File: config.mk
export PLATFORM = sky130hd
export DESIGN_NAME = rv32_exec_core
export DESIGN_NICKNAME = d
export VERILOG_FILES = /design/src/rtl/rv32_pkg.sv /design/src/rtl/rv32_exec_core.sv /design/src/rtl/rv32_commit.sv /design/src/rtl/rv32_alu.sv /design/src/rtl/rv32_issue.sv /design/src/rtl/rv32_regfile.sv /design/src/rtl/rv32_decode.sv
export SDC_FILE = /design/constraint.sdc
export NUM_CORES = 2
export LEC_CHECK = 0
export BUFFER_PORTS_ARGS = -buffer_cell sky130_fd_sc_hd__buf_2
export CORE_UTILIZATION = 45
export DETAILED_ROUTE_END_ITERATION = 8
export GPL_TIMING_DRIVEN = 0
export PLACE_DENSITY = 0.62
export SLEW_MARGIN = 20
export SYNTH_ARGS = -nofsm -noshare
export SYNTH_HDL_FRONTEND = slang
export SYNTH_SLANG_ARGS = --single-unit
File: constraint.sdc
create_clock -name clk_i -period 5.35 [get_ports clk_i]
set_input_delay 0 -clock clk_i [delete_from_list [all_inputs] [get_ports clk_i]]
set_output_delay 0 -clock clk_i [all_outputs]
set_load 0.02 [all_outputs]
File: src/rtl/rv32_pkg.sv
`default_nettype none

package rv32_pkg;

    localparam int reg_width_lp      = 32;
    localparam int reg_addr_width_lp = 5;
    localparam int pc_width_lp       = 32;

    // ~~~~~~~~~~~~~~~~~~~~
    // Encodings

    // Major opcodes handled by the execute slice
    typedef enum logic [6:0]
    {
        OPC_LUI    = 7'b0110111,
        OPC_AUIPC  = 7'b0010111,
        OPC_JAL    = 7'b1101111,
        OPC_JALR   = 7'b1100111,
        OPC_BRANCH = 7'b1100011,
        OPC_OP_IMM = 7'b0010011,
        OPC_OP     = 7'b0110011
    } rv32_opcode_e;

    typedef enum logic [4:0]
    {
        ALU_NOP,
        ALU_ADD,
        ALU_SUB,
        ALU_SLT,
        ALU_SLTU,
        ALU_XOR,
        ALU_OR,
        ALU_AND,
        ALU_SLL,
        ALU_SRL,
        ALU_SRA,
        ALU_LUI,
        ALU_AUIPC,
        ALU_JAL,
        ALU_JALR,
        ALU_BEQ,
        ALU_BNE,
        ALU_BLT,
        ALU_BGE,
        ALU_BLTU,
        ALU_BGEU
    } alu_op_e;

    // ~~~~~~~~~~~~~~~~~~~~
    // Pipeline records

    typedef struct packed
    {
        alu_op_e                      alu_op;
        logic [reg_addr_width_lp-1:0] rd;
        logic [reg_addr_width_lp-1:0] rs1;
        logic [reg_addr_width_lp-1:0] rs2;
        logic [reg_width_lp-1:0]      imm;       // Sign extended and already shifted for U type
        logic                         use_imm;
        logic                         writes_rd; // Low for branches, NOP and rd of zero
    } decoded_op_s;

    typedef struct packed
    {
        logic                    valid;
        decoded_op_s             op;
        logic [pc_width_lp-1:0]  pc;
        logic [reg_width_lp-1:0] rs1_val;
        logic [reg_width_lp-1:0] rs2_val;
    } issue_s;

    typedef struct packed
    {
        logic [reg_addr_width_lp-1:0] rd;
        logic [reg_width_lp-1:0]      data;
        logic                         we;
    } retire_s;

    // Target is a byte address with bit 0 clear
    typedef struct packed
    {
        logic [pc_width_lp-1:0] target;
    } redirect_s;

endpackage

`default_nettype wire
File: src/rtl/rv32_exec_core.sv
`timescale 1ns/1ps
`default_nettype none

module rv32_exec_core
(
    input  logic                             clk_i,
    input  logic                             reset_i,
    input  logic                             instr_v_i,
    input  logic [31:0]                      instr_i,
    input  logic [rv32_pkg::pc_width_lp-1:0] pc_i,
    output logic                             retire_v_o,
    output rv32_pkg::retire_s                retire_o,
    output logic                             redirect_v_o,
    output rv32_pkg::redirect_s              redirect_o
);
    import rv32_pkg::*;

    decoded_op_s                  dec_op;
    logic [reg_width_lp-1:0]      rs1_data, rs2_data;
    issue_s                       issue;
    logic [reg_width_lp-1:0]      alu_result;
    logic [pc_width_lp-1:0]       jalr_target;
    logic                         jump_now;
    logic                         rf_we;
    logic [reg_addr_width_lp-1:0] rf_addr;
    logic [reg_width_lp-1:0]      rf_data;

    rv32_decode decode_i
    (
        .instr_i (instr_i),
        .op_o    (dec_op)
    );

    rv32_regfile regfile_i
    (
        .clk_i      (clk_i),
        .reset_i    (reset_i),
        .rs1_addr_i (dec_op.rs1),
        .rs2_addr_i (dec_op.rs2),
        .rs1_data_o (rs1_data),
        .rs2_data_o (rs2_data),
        .we_i       (rf_we),
        .wr_addr_i  (rf_addr),
        .wr_data_i  (rf_data)
    );

    rv32_issue issue_i
    (
        .clk_i        (clk_i),
        .reset_i      (reset_i),
        .instr_v_i    (instr_v_i),
        .op_i         (dec_op),
        .pc_i         (pc_i),
        .rs1_data_i   (rs1_data),
        .rs2_data_i   (rs2_data),
        .exe_result_i (alu_result),
        .issue_o      (issue)
    );

    rv32_alu alu_i
    (
        .issue_i       (issue),
        .result_o      (alu_result),
        .jalr_target_o (jalr_target),
        .jump_now_o    (jump_now)
    );

    rv32_commit commit_i
    (
        .clk_i         (clk_i),
        .reset_i       (reset_i),
        .issue_i       (issue),
        .result_i      (alu_result),
        .jalr_target_i (jalr_target),
        .jump_now_i    (jump_now),
        .retire_v_o    (retire_v_o),
        .retire_o      (retire_o),
        .redirect_v_o  (redirect_v_o),
        .redirect_o    (redirect_o),
        .rf_we_o       (rf_we),
        .rf_addr_o     (rf_addr),
        .rf_data_o     (rf_data)
    );

endmodule

`default_nettype wire

File: src/rtl/rv32_commit.sv
`timescale 1ns/1ps
`default_nettype none

module rv32_commit
(
    input  logic                                   clk_i,
    input  logic                                   reset_i,
    input  rv32_pkg::issue_s                       issue_i,
    input  logic [rv32_pkg::reg_width_lp-1:0]      result_i,
    input  logic [rv32_pkg::pc_width_lp-1:0]       jalr_target_i,
    input  logic                                   jump_now_i,
    output logic                                   retire_v_o,
    output rv32_pkg::retire_s                      retire_o,
    output logic                                   redirect_v_o,
    output rv32_pkg::redirect_s                    redirect_o,
    output logic                                   rf_we_o,
    output logic [rv32_pkg::reg_addr_width_lp-1:0] rf_addr_o,
    output logic [rv32_pkg::reg_width_lp-1:0]      rf_data_o
);
    import rv32_pkg::*;

    logic [pc_width_lp-1:0] pc_rel_target;
    logic [pc_width_lp-1:0] target;

    // Branches and JAL are PC relative
    assign pc_rel_target = issue_i.pc + issue_i.op.imm;
    assign target        = (issue_i.op.alu_op == ALU_JALR) ? jalr_target_i
                                                           : {pc_rel_target[pc_width_lp-1:1], 1'b0};

    // Write lands on the same edge that loads the retire record
    assign rf_we_o   = issue_i.valid && issue_i.op.writes_rd;
    assign rf_addr_o = issue_i.op.rd;
    assign rf_data_o = result_i;

    always_ff @(posedge clk_i)
    begin
        if (reset_i)
        begin
            retire_v_o   <= 1'b0;
            redirect_v_o <= 1'b0;
        end
        else
        begin
            retire_v_o   <= issue_i.valid;
            redirect_v_o <= issue_i.valid && jump_now_i;
        end
    end

    always_ff @(posedge clk_i)
    begin
        if (issue_i.valid)
        begin
            retire_o.rd       <= issue_i.op.rd;
            retire_o.data     <= result_i;
            retire_o.we       <= issue_i.op.writes_rd;
            redirect_o.target <= target;
        end
    end

endmodule

`default_nettype wire

File: src/rtl/rv32_alu.sv
`timescale 1ns/1ps
`default_nettype none

module rv32_alu
(
    input  rv32_pkg::issue_s                  issue_i,
    output logic [rv32_pkg::reg_width_lp-1:0] result_o,
    output logic [rv32_pkg::pc_width_lp-1:0]  jalr_target_o,
    output logic                              jump_now_o
);
    import rv32_pkg::*;

    alu_op_e                 alu_op;
    logic [reg_width_lp-1:0] rs1, rs2, op2;
    logic [reg_width_lp-1:0] adder_in;
    logic [reg_width_lp:0]   sum;
    logic                    carry;
    logic                    sub_not_add;
    logic                    sign_ex_or_zero;
    logic [4:0]              sh_amount;
    logic [reg_width_lp:0]   shr_out;
    logic [reg_width_lp-1:0] shl_out, xor_out, and_out, or_out;
    logic [pc_width_lp-1:0]  pc_plus4;
    logic                    rs1_eq_rs2, rs1_lt_rs2_signed, rs1_lt_rs2_unsigned;

    assign alu_op = issue_i.op.alu_op;
    assign rs1    = issue_i.rs1_val;
    assign rs2    = issue_i.rs2_val;

    // ~~~~~~~~~~~~~~~~~~~~
    // Datapath
    assign op2 = issue_i.op.use_imm ? issue_i.op.imm : rs2;

    assign sub_not_add     = alu_op inside {ALU_SUB, ALU_SLT, ALU_SLTU};
    assign sign_ex_or_zero = (alu_op == ALU_SRA) & rs1[31];
    assign adder_in        = sub_not_add ? ~op2 : op2;

    // The 33-bit signed sum gives SLT and its carry out gives the unsigned compare
    assign {carry, sum} = {1'b0, rs1[31], rs1} + {1'b0, adder_in[31], adder_in}
                          + 34'(sub_not_add);

    assign sh_amount = op2[4:0];
    assign shr_out   = $signed({sign_ex_or_zero, rs1}) >>> sh_amount;
    assign shl_out   = rs1 << sh_amount;
    assign xor_out   = rs1 ^ op2;
    assign and_out   = rs1 & op2;
    assign or_out    = rs1 | op2;
    assign pc_plus4  = issue_i.pc + pc_width_lp'(4);

    always_comb
    begin
        case (alu_op)
            ALU_LUI:               result_o = issue_i.op.imm;
            ALU_AUIPC:             result_o = issue_i.pc + issue_i.op.imm;
            ALU_ADD, ALU_SUB:      result_o = sum[reg_width_lp-1:0];
            ALU_SLT:               result_o = {{(reg_width_lp-1){1'b0}}, sum[reg_width_lp]};
            ALU_SLTU:              result_o = {{(reg_width_lp-1){1'b0}}, ~carry};
            ALU_XOR:               result_o = xor_out;
            ALU_OR:                result_o = or_out;
            ALU_AND:               result_o = and_out;
            ALU_SLL:               result_o = shl_out;
            ALU_SRL, ALU_SRA:      result_o = shr_out[reg_width_lp-1:0];
            ALU_JAL, ALU_JALR:     result_o = pc_plus4; // Link value
            default:               result_o = '0;
        endcase
    end

    // JALR decodes with use_imm set, so the adder already holds rs1 plus the immediate
    assign jalr_target_o = {sum[pc_width_lp-1:1], 1'b0};

    // ~~~~~~~~~~~~~~~~~~~~
    // Branch compare
    assign rs1_eq_rs2          = (rs1 == rs2);
    assign rs1_lt_rs2_unsigned = (rs1 < rs2);
    assign rs1_lt_rs2_signed   = ($signed(rs1) < $signed(rs2));

    always_comb
    begin
        case (alu_op)
            ALU_BEQ:            jump_now_o = rs1_eq_rs2;
            ALU_BNE:            jump_now_o = ~rs1_eq_rs2;
            ALU_BLT:            jump_now_o = rs1_lt_rs2_signed;
            ALU_BGE:            jump_now_o = ~rs1_lt_rs2_signed;
            ALU_BLTU:           jump_now_o = rs1_lt_rs2_unsigned;
            ALU_BGEU:           jump_now_o = ~rs1_lt_rs2_unsigned;
            ALU_JAL, ALU_JALR:  jump_now_o = 1'b1;
            default:            jump_now_o = 1'b0;
        endcase
    end

endmodule

`default_nettype wire

File: src/rtl/rv32_issue.sv
`timescale 1ns/1ps
`default_nettype none

module rv32_issue
(
    input  logic                              clk_i,
    input  logic                              reset_i,
    input  logic                              instr_v_i,
    input  rv32_pkg::decoded_op_s             op_i,
    input  logic [rv32_pkg::pc_width_lp-1:0]  pc_i,
    input  logic [rv32_pkg::reg_width_lp-1:0] rs1_data_i,
    input  logic [rv32_pkg::reg_width_lp-1:0] rs2_data_i,
    input  logic [rv32_pkg::reg_width_lp-1:0] exe_result_i,
    output rv32_pkg::issue_s                  issue_o
);
    import rv32_pkg::*;

    logic                    exe_writes;
    logic                    fwd_rs1, fwd_rs2;
    logic [reg_width_lp-1:0] rs1_val, rs2_val;

    // ~~~~~~~~~~~~~~~~~~~~
    // Forwarding from execute

    // The register file is written at the end of this cycle, so its read is stale
    assign exe_writes = issue_o.valid && issue_o.op.writes_rd;
    assign fwd_rs1    = exe_writes && (issue_o.op.rd == op_i.rs1);
    assign fwd_rs2    = exe_writes && (issue_o.op.rd == op_i.rs2);

    assign rs1_val = fwd_rs1 ? exe_result_i : rs1_data_i;
    assign rs2_val = fwd_rs2 ? exe_result_i : rs2_data_i;

    always_ff @(posedge clk_i)
    begin
        if (reset_i)
            issue_o.valid <= 1'b0;
        else
            issue_o.valid <= instr_v_i;
    end

    always_ff @(posedge clk_i)
    begin
        if (instr_v_i)
        begin
            issue_o.op      <= op_i;
            issue_o.pc      <= pc_i;
            issue_o.rs1_val <= rs1_val;
            issue_o.rs2_val <= rs2_val;
        end
    end

endmodule

`default_nettype wire

File: src/rtl/rv32_regfile.sv
`timescale 1ns/1ps
`default_nettype none

module rv32_regfile
(
    input  logic                                   clk_i,
    input  logic                                   reset_i,
    input  logic [rv32_pkg::reg_addr_width_lp-1:0] rs1_addr_i,
    input  logic [rv32_pkg::reg_addr_width_lp-1:0] rs2_addr_i,
    output logic [rv32_pkg::reg_width_lp-1:0]      rs1_data_o,
    output logic [rv32_pkg::reg_width_lp-1:0]      rs2_data_o,
    input  logic                                   we_i,
    input  logic [rv32_pkg::reg_addr_width_lp-1:0] wr_addr_i,
    input  logic [rv32_pkg::reg_width_lp-1:0]      wr_data_i
);
    import rv32_pkg::*;

    logic [reg_width_lp-1:0] mem [2**reg_addr_width_lp];

    always_ff @(posedge clk_i)
    begin
        if (reset_i)
        begin
            for (int i = 0; i < 2**reg_addr_width_lp; i++)
                mem[i] <= '0;
        end
        else if (we_i && (wr_addr_i != '0)) // x0 keeps its reset value
        begin
            mem[wr_addr_i] <= wr_data_i;
        end
    end

    assign rs1_data_o = mem[rs1_addr_i];
    assign rs2_data_o = mem[rs2_addr_i];

endmodule

`default_nettype wire

File: src/rtl/rv32_decode.sv
`timescale 1ns/1ps
`default_nettype none

module rv32_decode
(
    input  logic [31:0]           instr_i,
    output rv32_pkg::decoded_op_s op_o
);
    import rv32_pkg::*;

    rv32_opcode_e            opcode;
    logic [2:0]              funct3;
    logic [6:0]              funct7;
    logic [reg_width_lp-1:0] imm_i, imm_u, imm_b, imm_j;
    alu_op_e                 alu_op;
    logic [reg_width_lp-1:0] imm;
    logic                    use_imm;
    logic                    is_branch;

    assign opcode = rv32_opcode_e'(instr_i[6:0]);
    assign funct3 = instr_i[14:12];
    assign funct7 = instr_i[31:25];

    // ~~~~~~~~~~~~~~~~~~~~
    // Immediate formats
    assign imm_i = {{20{instr_i[31]}}, instr_i[31:20]};
    assign imm_u = {instr_i[31:12], 12'b0};
    assign imm_b = {{20{instr_i[31]}}, instr_i[7], instr_i[30:25], instr_i[11:8], 1'b0};
    assign imm_j = {{12{instr_i[31]}}, instr_i[19:12], instr_i[20], instr_i[30:21], 1'b0};

    always_comb
    begin
        alu_op  = ALU_NOP;
        imm     = imm_i;
        use_imm = 1'b0;

        case (opcode)
            OPC_LUI:
            begin
                alu_op = ALU_LUI;
                imm    = imm_u;
            end
            OPC_AUIPC:
            begin
                alu_op = ALU_AUIPC;
                imm    = imm_u;
            end
            OPC_JAL:
            begin
                alu_op = ALU_JAL;
                imm    = imm_j;
            end
            OPC_JALR:
            begin
                alu_op  = (funct3 == 3'b000) ? ALU_JALR : ALU_NOP;
                use_imm = 1'b1; // Target comes out of the ALU adder
            end
            OPC_BRANCH:
            begin
                imm = imm_b;
                case (funct3)
                    3'b000:  alu_op = ALU_BEQ;
                    3'b001:  alu_op = ALU_BNE;
                    3'b100:  alu_op = ALU_BLT;
                    3'b101:  alu_op = ALU_BGE;
                    3'b110:  alu_op = ALU_BLTU;
                    3'b111:  alu_op = ALU_BGEU;
                    default: alu_op = ALU_NOP;
                endcase
            end
            OPC_OP_IMM:
            begin
                use_imm = 1'b1;
                case (funct3)
                    3'b000:  alu_op = ALU_ADD;
                    3'b010:  alu_op = ALU_SLT;
                    3'b011:  alu_op = ALU_SLTU;
                    3'b100:  alu_op = ALU_XOR;
                    3'b110:  alu_op = ALU_OR;
                    3'b111:  alu_op = ALU_AND;
                    3'b001:  alu_op = (funct7 == 7'b0000000) ? ALU_SLL : ALU_NOP;
                    default: alu_op = (funct7 == 7'b0000000) ? ALU_SRL :
                                      (funct7 == 7'b0100000) ? ALU_SRA : ALU_NOP;
                endcase
            end
            OPC_OP:
            begin
                case ({funct7, funct3})
                    10'b0000000_000: alu_op = ALU_ADD;
                    10'b0100000_000: alu_op = ALU_SUB;
                    10'b0000000_001: alu_op = ALU_SLL;
                    10'b0000000_010: alu_op = ALU_SLT;
                    10'b0000000_011: alu_op = ALU_SLTU;
                    10'b0000000_100: alu_op = ALU_XOR;
                    10'b0000000_101: alu_op = ALU_SRL;
                    10'b0100000_101: alu_op = ALU_SRA;
                    10'b0000000_110: alu_op = ALU_OR;
                    10'b0000000_111: alu_op = ALU_AND;
                    default:         alu_op = ALU_NOP;
                endcase
            end
            default:
            begin
                alu_op = ALU_NOP; // Anything outside the integer subset
            end
        endcase
    end

    assign is_branch = alu_op inside {ALU_BEQ, ALU_BNE, ALU_BLT, ALU_BGE, ALU_BLTU, ALU_BGEU};

    assign op_o.alu_op    = alu_op;
    assign op_o.rd        = instr_i[11:7];
    assign op_o.rs1       = instr_i[19:15];
    assign op_o.rs2       = instr_i[24:20];
    assign op_o.imm       = imm;
    assign op_o.use_imm   = use_imm;
    assign op_o.writes_rd = (alu_op != ALU_NOP) && !is_branch && (instr_i[11:7] != '0);

endmodule

`default_nettype wire

==> run_results.csv <==
group,metric,value,unit
timing,timing.slew.headroom,14.4,%
power_and_ir_drop,netSwitchingPower,8.77,mW
floorplan,die-width,402,µm
yosys,postSynthAreaPerCell,13.3,µm²
finish,final_cell_count_no_fill,8037,
clock_tree,cts_max_path_buffers,3,
clock_tree,root_buffer,"sky130_fd_sc_hd__clkbuf_16",
yosys,syn_area,0.0720,mm²
timing,report.final.hold_viol_count,0,
timing,setup_viol,1,
critical_path,start_kind,"flop",
job,max_cap_viol_count,0,
drt,num_vias,54100,
yosys,seq_area_frac_synth,51.5,%
critical_path,setup.worst_path.class,"reg -> reg",
critical_path,critical_path.n_buffers_inverters,5,
place,dpl.hpwl,224,mm
global_route,grt_first_pass_wirelength,415,mm
run_status,run_status,"finished with violations",
yosys,synth_cells,5397,
timing,grt_setup_unrepaired,"true",
power_and_ir_drop,seq_power_share,42.5,%
floorplan,die_area,0.162,mm²
timing,hold_slack,0.0128,ns
power_and_ir_drop,leakage,29.3,nW
global_route,global_route.overflow_total,0,
drt,routedWlPerCell,37.7,µm
finish,fillerInstances,13500,
floorplan,num_io_pins,139,
drt,first_iter_violations,8308,
finish,final_net_count,6082,
global_route,grt_antenna_before_repair,13,
drt,detail_route.wirelength,303,mm
finish,final_layout_size_suffix_gt1_share,23.7,%
place,post-place-cells,7656,
global_route,gr-usage-all-layers,37.4,%
global_route,global_routing_s_busiest_layer,"met2",
global_route,first_global_vias,53200,
clock_tree,tritoncts,"done",
place,global_placement_routability_congestion,1.02,
timing,worstMarginPinSlew,1.28,ns
yosys,post_synth_main_area_contributors,"sky130_fd_sc_hd__edfxtp_1 (51%), sky130_fd_sc_hd__mux4_2 (22%), sky130_fd_sc_hd__nor2_1 (5.5%)",
floorplan,die_height,402,µm
critical_path,crit_path_max_fanout,10,
clock_tree,clk_transition_reported_paths,0.06,ns
power_and_ir_drop,vdd.ir_drop.worst,381,µV
place,port-buffer-count,129,
critical_path,critPathTopFamily,"buffers and inverters",
yosys,post_synth_arst_share,0,%
yosys,yosys_register_bits,1236,
timing,final.min_clock_period,5.38,ns
place,dpl-instance-area,0.0762,mm²
critical_path,critical_path.endpoint_type,"flop",
global_route,grt_start_max_net_pins,103,
global_route,groute.layer.met3.usage,9.84,%
finish,design_area,0.0824,mm²
yosys,synth_top_area_share,51.4,%
critical_path,crit_path_max_incr_delay,0.78,ns
power_and_ir_drop,p_comb_share,23.1,%
timing,tcrit_tclk_final,101,%
floorplan,initial_core_util,45.4,%
drt,detailedRoute.firstPassIterationCount,6,
floorplan,count_of_standard_cell_rows,146,
clock_tree,clk-insertion-delay-late,0.85,ns
power_and_ir_drop,power.total,27.4,mW
power_and_ir_drop,swShare,32.1,%
power_and_ir_drop,pwr_density_cell,332,mW/mm²
power_and_ir_drop,internal_power_component,18.6,mW
yosys,synth_edf_count,1233,
run_status,violations,"negative setup slack",
timing,final.setup_skew,0.0824,ns
clock_tree,cts_inserted_buffers,139,
timing,setup_slack,-0.0299,ns
drt,drc,0,
yosys,synth_top_cell_by_area,"sky130_fd_sc_hd__edfxtp_1",
critical_path,path_common_cell,"sky130_fd_sc_hd__clkbuf_1",
min_path,min-delay-path-class,"in -> reg",
global_route,grtUsageMet1,44.2,%
drt,vias_per_cell,6.73,
yosys,library_cells_used_by_synthesis,95,
global_route,grtUsageMet2,57.6,%
yosys,synth-main-ff-cell,"sky130_fd_sc_hd__edfxtp_1",
finish,area_delta_synth_final,14.5,%
floorplan,core_area,0.159,mm²
clock_tree,htree_levels,4,
timing,clock.fmax,0.186,GHz
critical_path,arrival,5.87,ns
yosys,yosys_warnings,0,
critical_path,cp_cell_sequence,"clkbuf_1 > or3b_2 > clkbuf_1 > nor2_1 > clkbuf_1 > clkbuf_1 > a222oi_1 > and3_1 > o21a_1 > clkbuf_1 > o21ai_0",
drt,drt_antenna_net_count,0,
critical_path,cp.required,5.84,ns
critical_path,timing.critical_path.slowest_stage_cell,"sky130_fd_sc_hd__o21ai_0",
timing,maxSlewViolCount,0,
clock_tree,cts.sink_count,1236,
power_and_ir_drop,power.clock.fraction,34.4,%
[synthesized netlist by cell type (62+ instances only)]
master and instances:
sky130_fd_sc_hd__mux2_2 64, sky130_fd_sc_hd__buf_1 76, sky130_fd_sc_hd__clkbuf_1 339, sky130_fd_sc_hd__a21oi_1 244, sky130_fd_sc_hd__mux2i_1 112, sky130_fd_sc_hd__ha_1 161, sky130_fd_sc_hd__edfxtp_1 1233, sky130_fd_sc_hd__xnor2_1 81
sky130_fd_sc_hd__nand2_1 289, sky130_fd_sc_hd__o21ai_0 106, sky130_fd_sc_hd__nor2_1 1053, sky130_fd_sc_hd__buf_2 62, sky130_fd_sc_hd__mux4_2 690, sky130_fd_sc_hd__inv_1 138
[cells in the final DEF (no fill, tap or decap), types with 46 or more instances in the layout]
master	instances
sky130_fd_sc_hd__a21o_1	52
sky130_fd_sc_hd__a21oi_1	240
sky130_fd_sc_hd__buf_2	207
sky130_fd_sc_hd__clkbuf_1	324
sky130_fd_sc_hd__clkbuf_16	142
sky130_fd_sc_hd__clkbuf_2	47
sky130_fd_sc_hd__dlygate4sd3_1	103
sky130_fd_sc_hd__edfxtp_1	1233
sky130_fd_sc_hd__ha_1	160
sky130_fd_sc_hd__inv_1	133
sky130_fd_sc_hd__mux2_2	64
sky130_fd_sc_hd__mux2i_1	107
sky130_fd_sc_hd__mux4_2	690
sky130_fd_sc_hd__nand2_1	287
sky130_fd_sc_hd__nand3_1	60
sky130_fd_sc_hd__nor2_1	1048
sky130_fd_sc_hd__o211ai_1	46
sky130_fd_sc_hd__o21ai_0	104
sky130_fd_sc_hd__xnor2_1	81
sky130_fd_sc_hd__xor2_1	47
[state kept, by name, summed over array words and instances (netlist names)]
signal	flops
issue_i.issue_o	141
commit_i.retire_o	38
commit_i.redirect_o	31
regfile_i.mem	1024
commit_i.retire_v_o	1
commit_i.redirect_v_o	1
[through the flow]
stage	utilization [%]	setup TNS (ns)	setup slack (ns)
after global routing	52.0	-0.00375	-0.00375
final	52.0	-0.0299	-0.0299
after CTS	51.8	0	0.00732
after detailed placement	48.1	-1802.75	-2.80
after global placement	47.5	-6352.60	-6.30
after floorplan	-	0	0.575
[logic make-up after synthesis]
kind of cell | share of synthesized area [%]
simple gates | 9.74
flops | 51.5
mux | 24.2
compound gates | 6.59
buf+inv | 3.53
fa+ha+maj | 2.87
xor+xnor | 1.56
other cells | 0.00521
[metal layers]
metal  up-vias  part of all wire (%)
li1      21700                     -
met1     27500                    34
met2      3885                    45
met3       979                    11
met4        16                    10
met5         -                 0.040
[final cells by class]
class,count,area (µm²),area share [%]
inverter,141,547,0.663
clock buffer,177,3680,4.47
clock inverter,70,691,0.838
multi-input combinational,3562,33200,40.2
antenna,7,17.5,0.0213
buffer,474,2110,2.56
sequential,1236,37100,45.0
tap,2072,2590,3.15
timing repair buffer,298,2520,3.06
[path summary, 6_finish.rpt]
path	from	end	slack, ns	cells past startpoint
max	issue_i.issue_o[148]$_DFFE_PP_	issue_i.issue_o[1]$_DFFE_PP_	-0.03	11
min	instr_i[7]	issue_i.issue_o[140]$_DFFE_PP_	0.01	2
max reg2reg	issue_i.issue_o[148]$_DFFE_PP_	issue_i.issue_o[1]$_DFFE_PP_	-0.03	11
min reg2reg	issue_i.issue_o[96]$_DFFE_PP_	commit_i.retire_o[0]$_DFFE_PP_	0.61	0
[power groups by stage]
stage          logic (mW)  registers (mW)  clock network (mW)
2_1_floorplan        3.42            11.6                   0
3_3_place_gp         5.68            11.8                   0
3_5_place_dp         5.83            11.8                   0
4_1_cts              6.08            11.6                9.41
5_1_grt              6.50            11.6                9.75
6_report             6.32            11.6                9.42
[worst reg2reg max path, cell delays in order, from the launching register on]
cell and delay (ns):
sky130_fd_sc_hd__edfxtp_1 0.34, sky130_fd_sc_hd__clkbuf_1 0.28, sky130_fd_sc_hd__or3b_2 0.47, sky130_fd_sc_hd__clkbuf_1 0.30
sky130_fd_sc_hd__nor2_1 0.38, sky130_fd_sc_hd__clkbuf_1 0.68, sky130_fd_sc_hd__clkbuf_1 0.71, sky130_fd_sc_hd__a222oi_1 0.30
sky130_fd_sc_hd__and3_1 0.25, sky130_fd_sc_hd__o21a_1 0.14, sky130_fd_sc_hd__clkbuf_1 0.43, sky130_fd_sc_hd__o21ai_0 0.79
[repair_timing]
action,CTS,global route
hold endpoints to repair,183,0
hold buffers,103,0
buffers inserted,34,4
gates resized for setup,80,44
gates cloned,0,0
pin swaps,14,5
endpoints found under the setup margin,1110,579
Note: power is estimated with default switching activity, not from simulation.
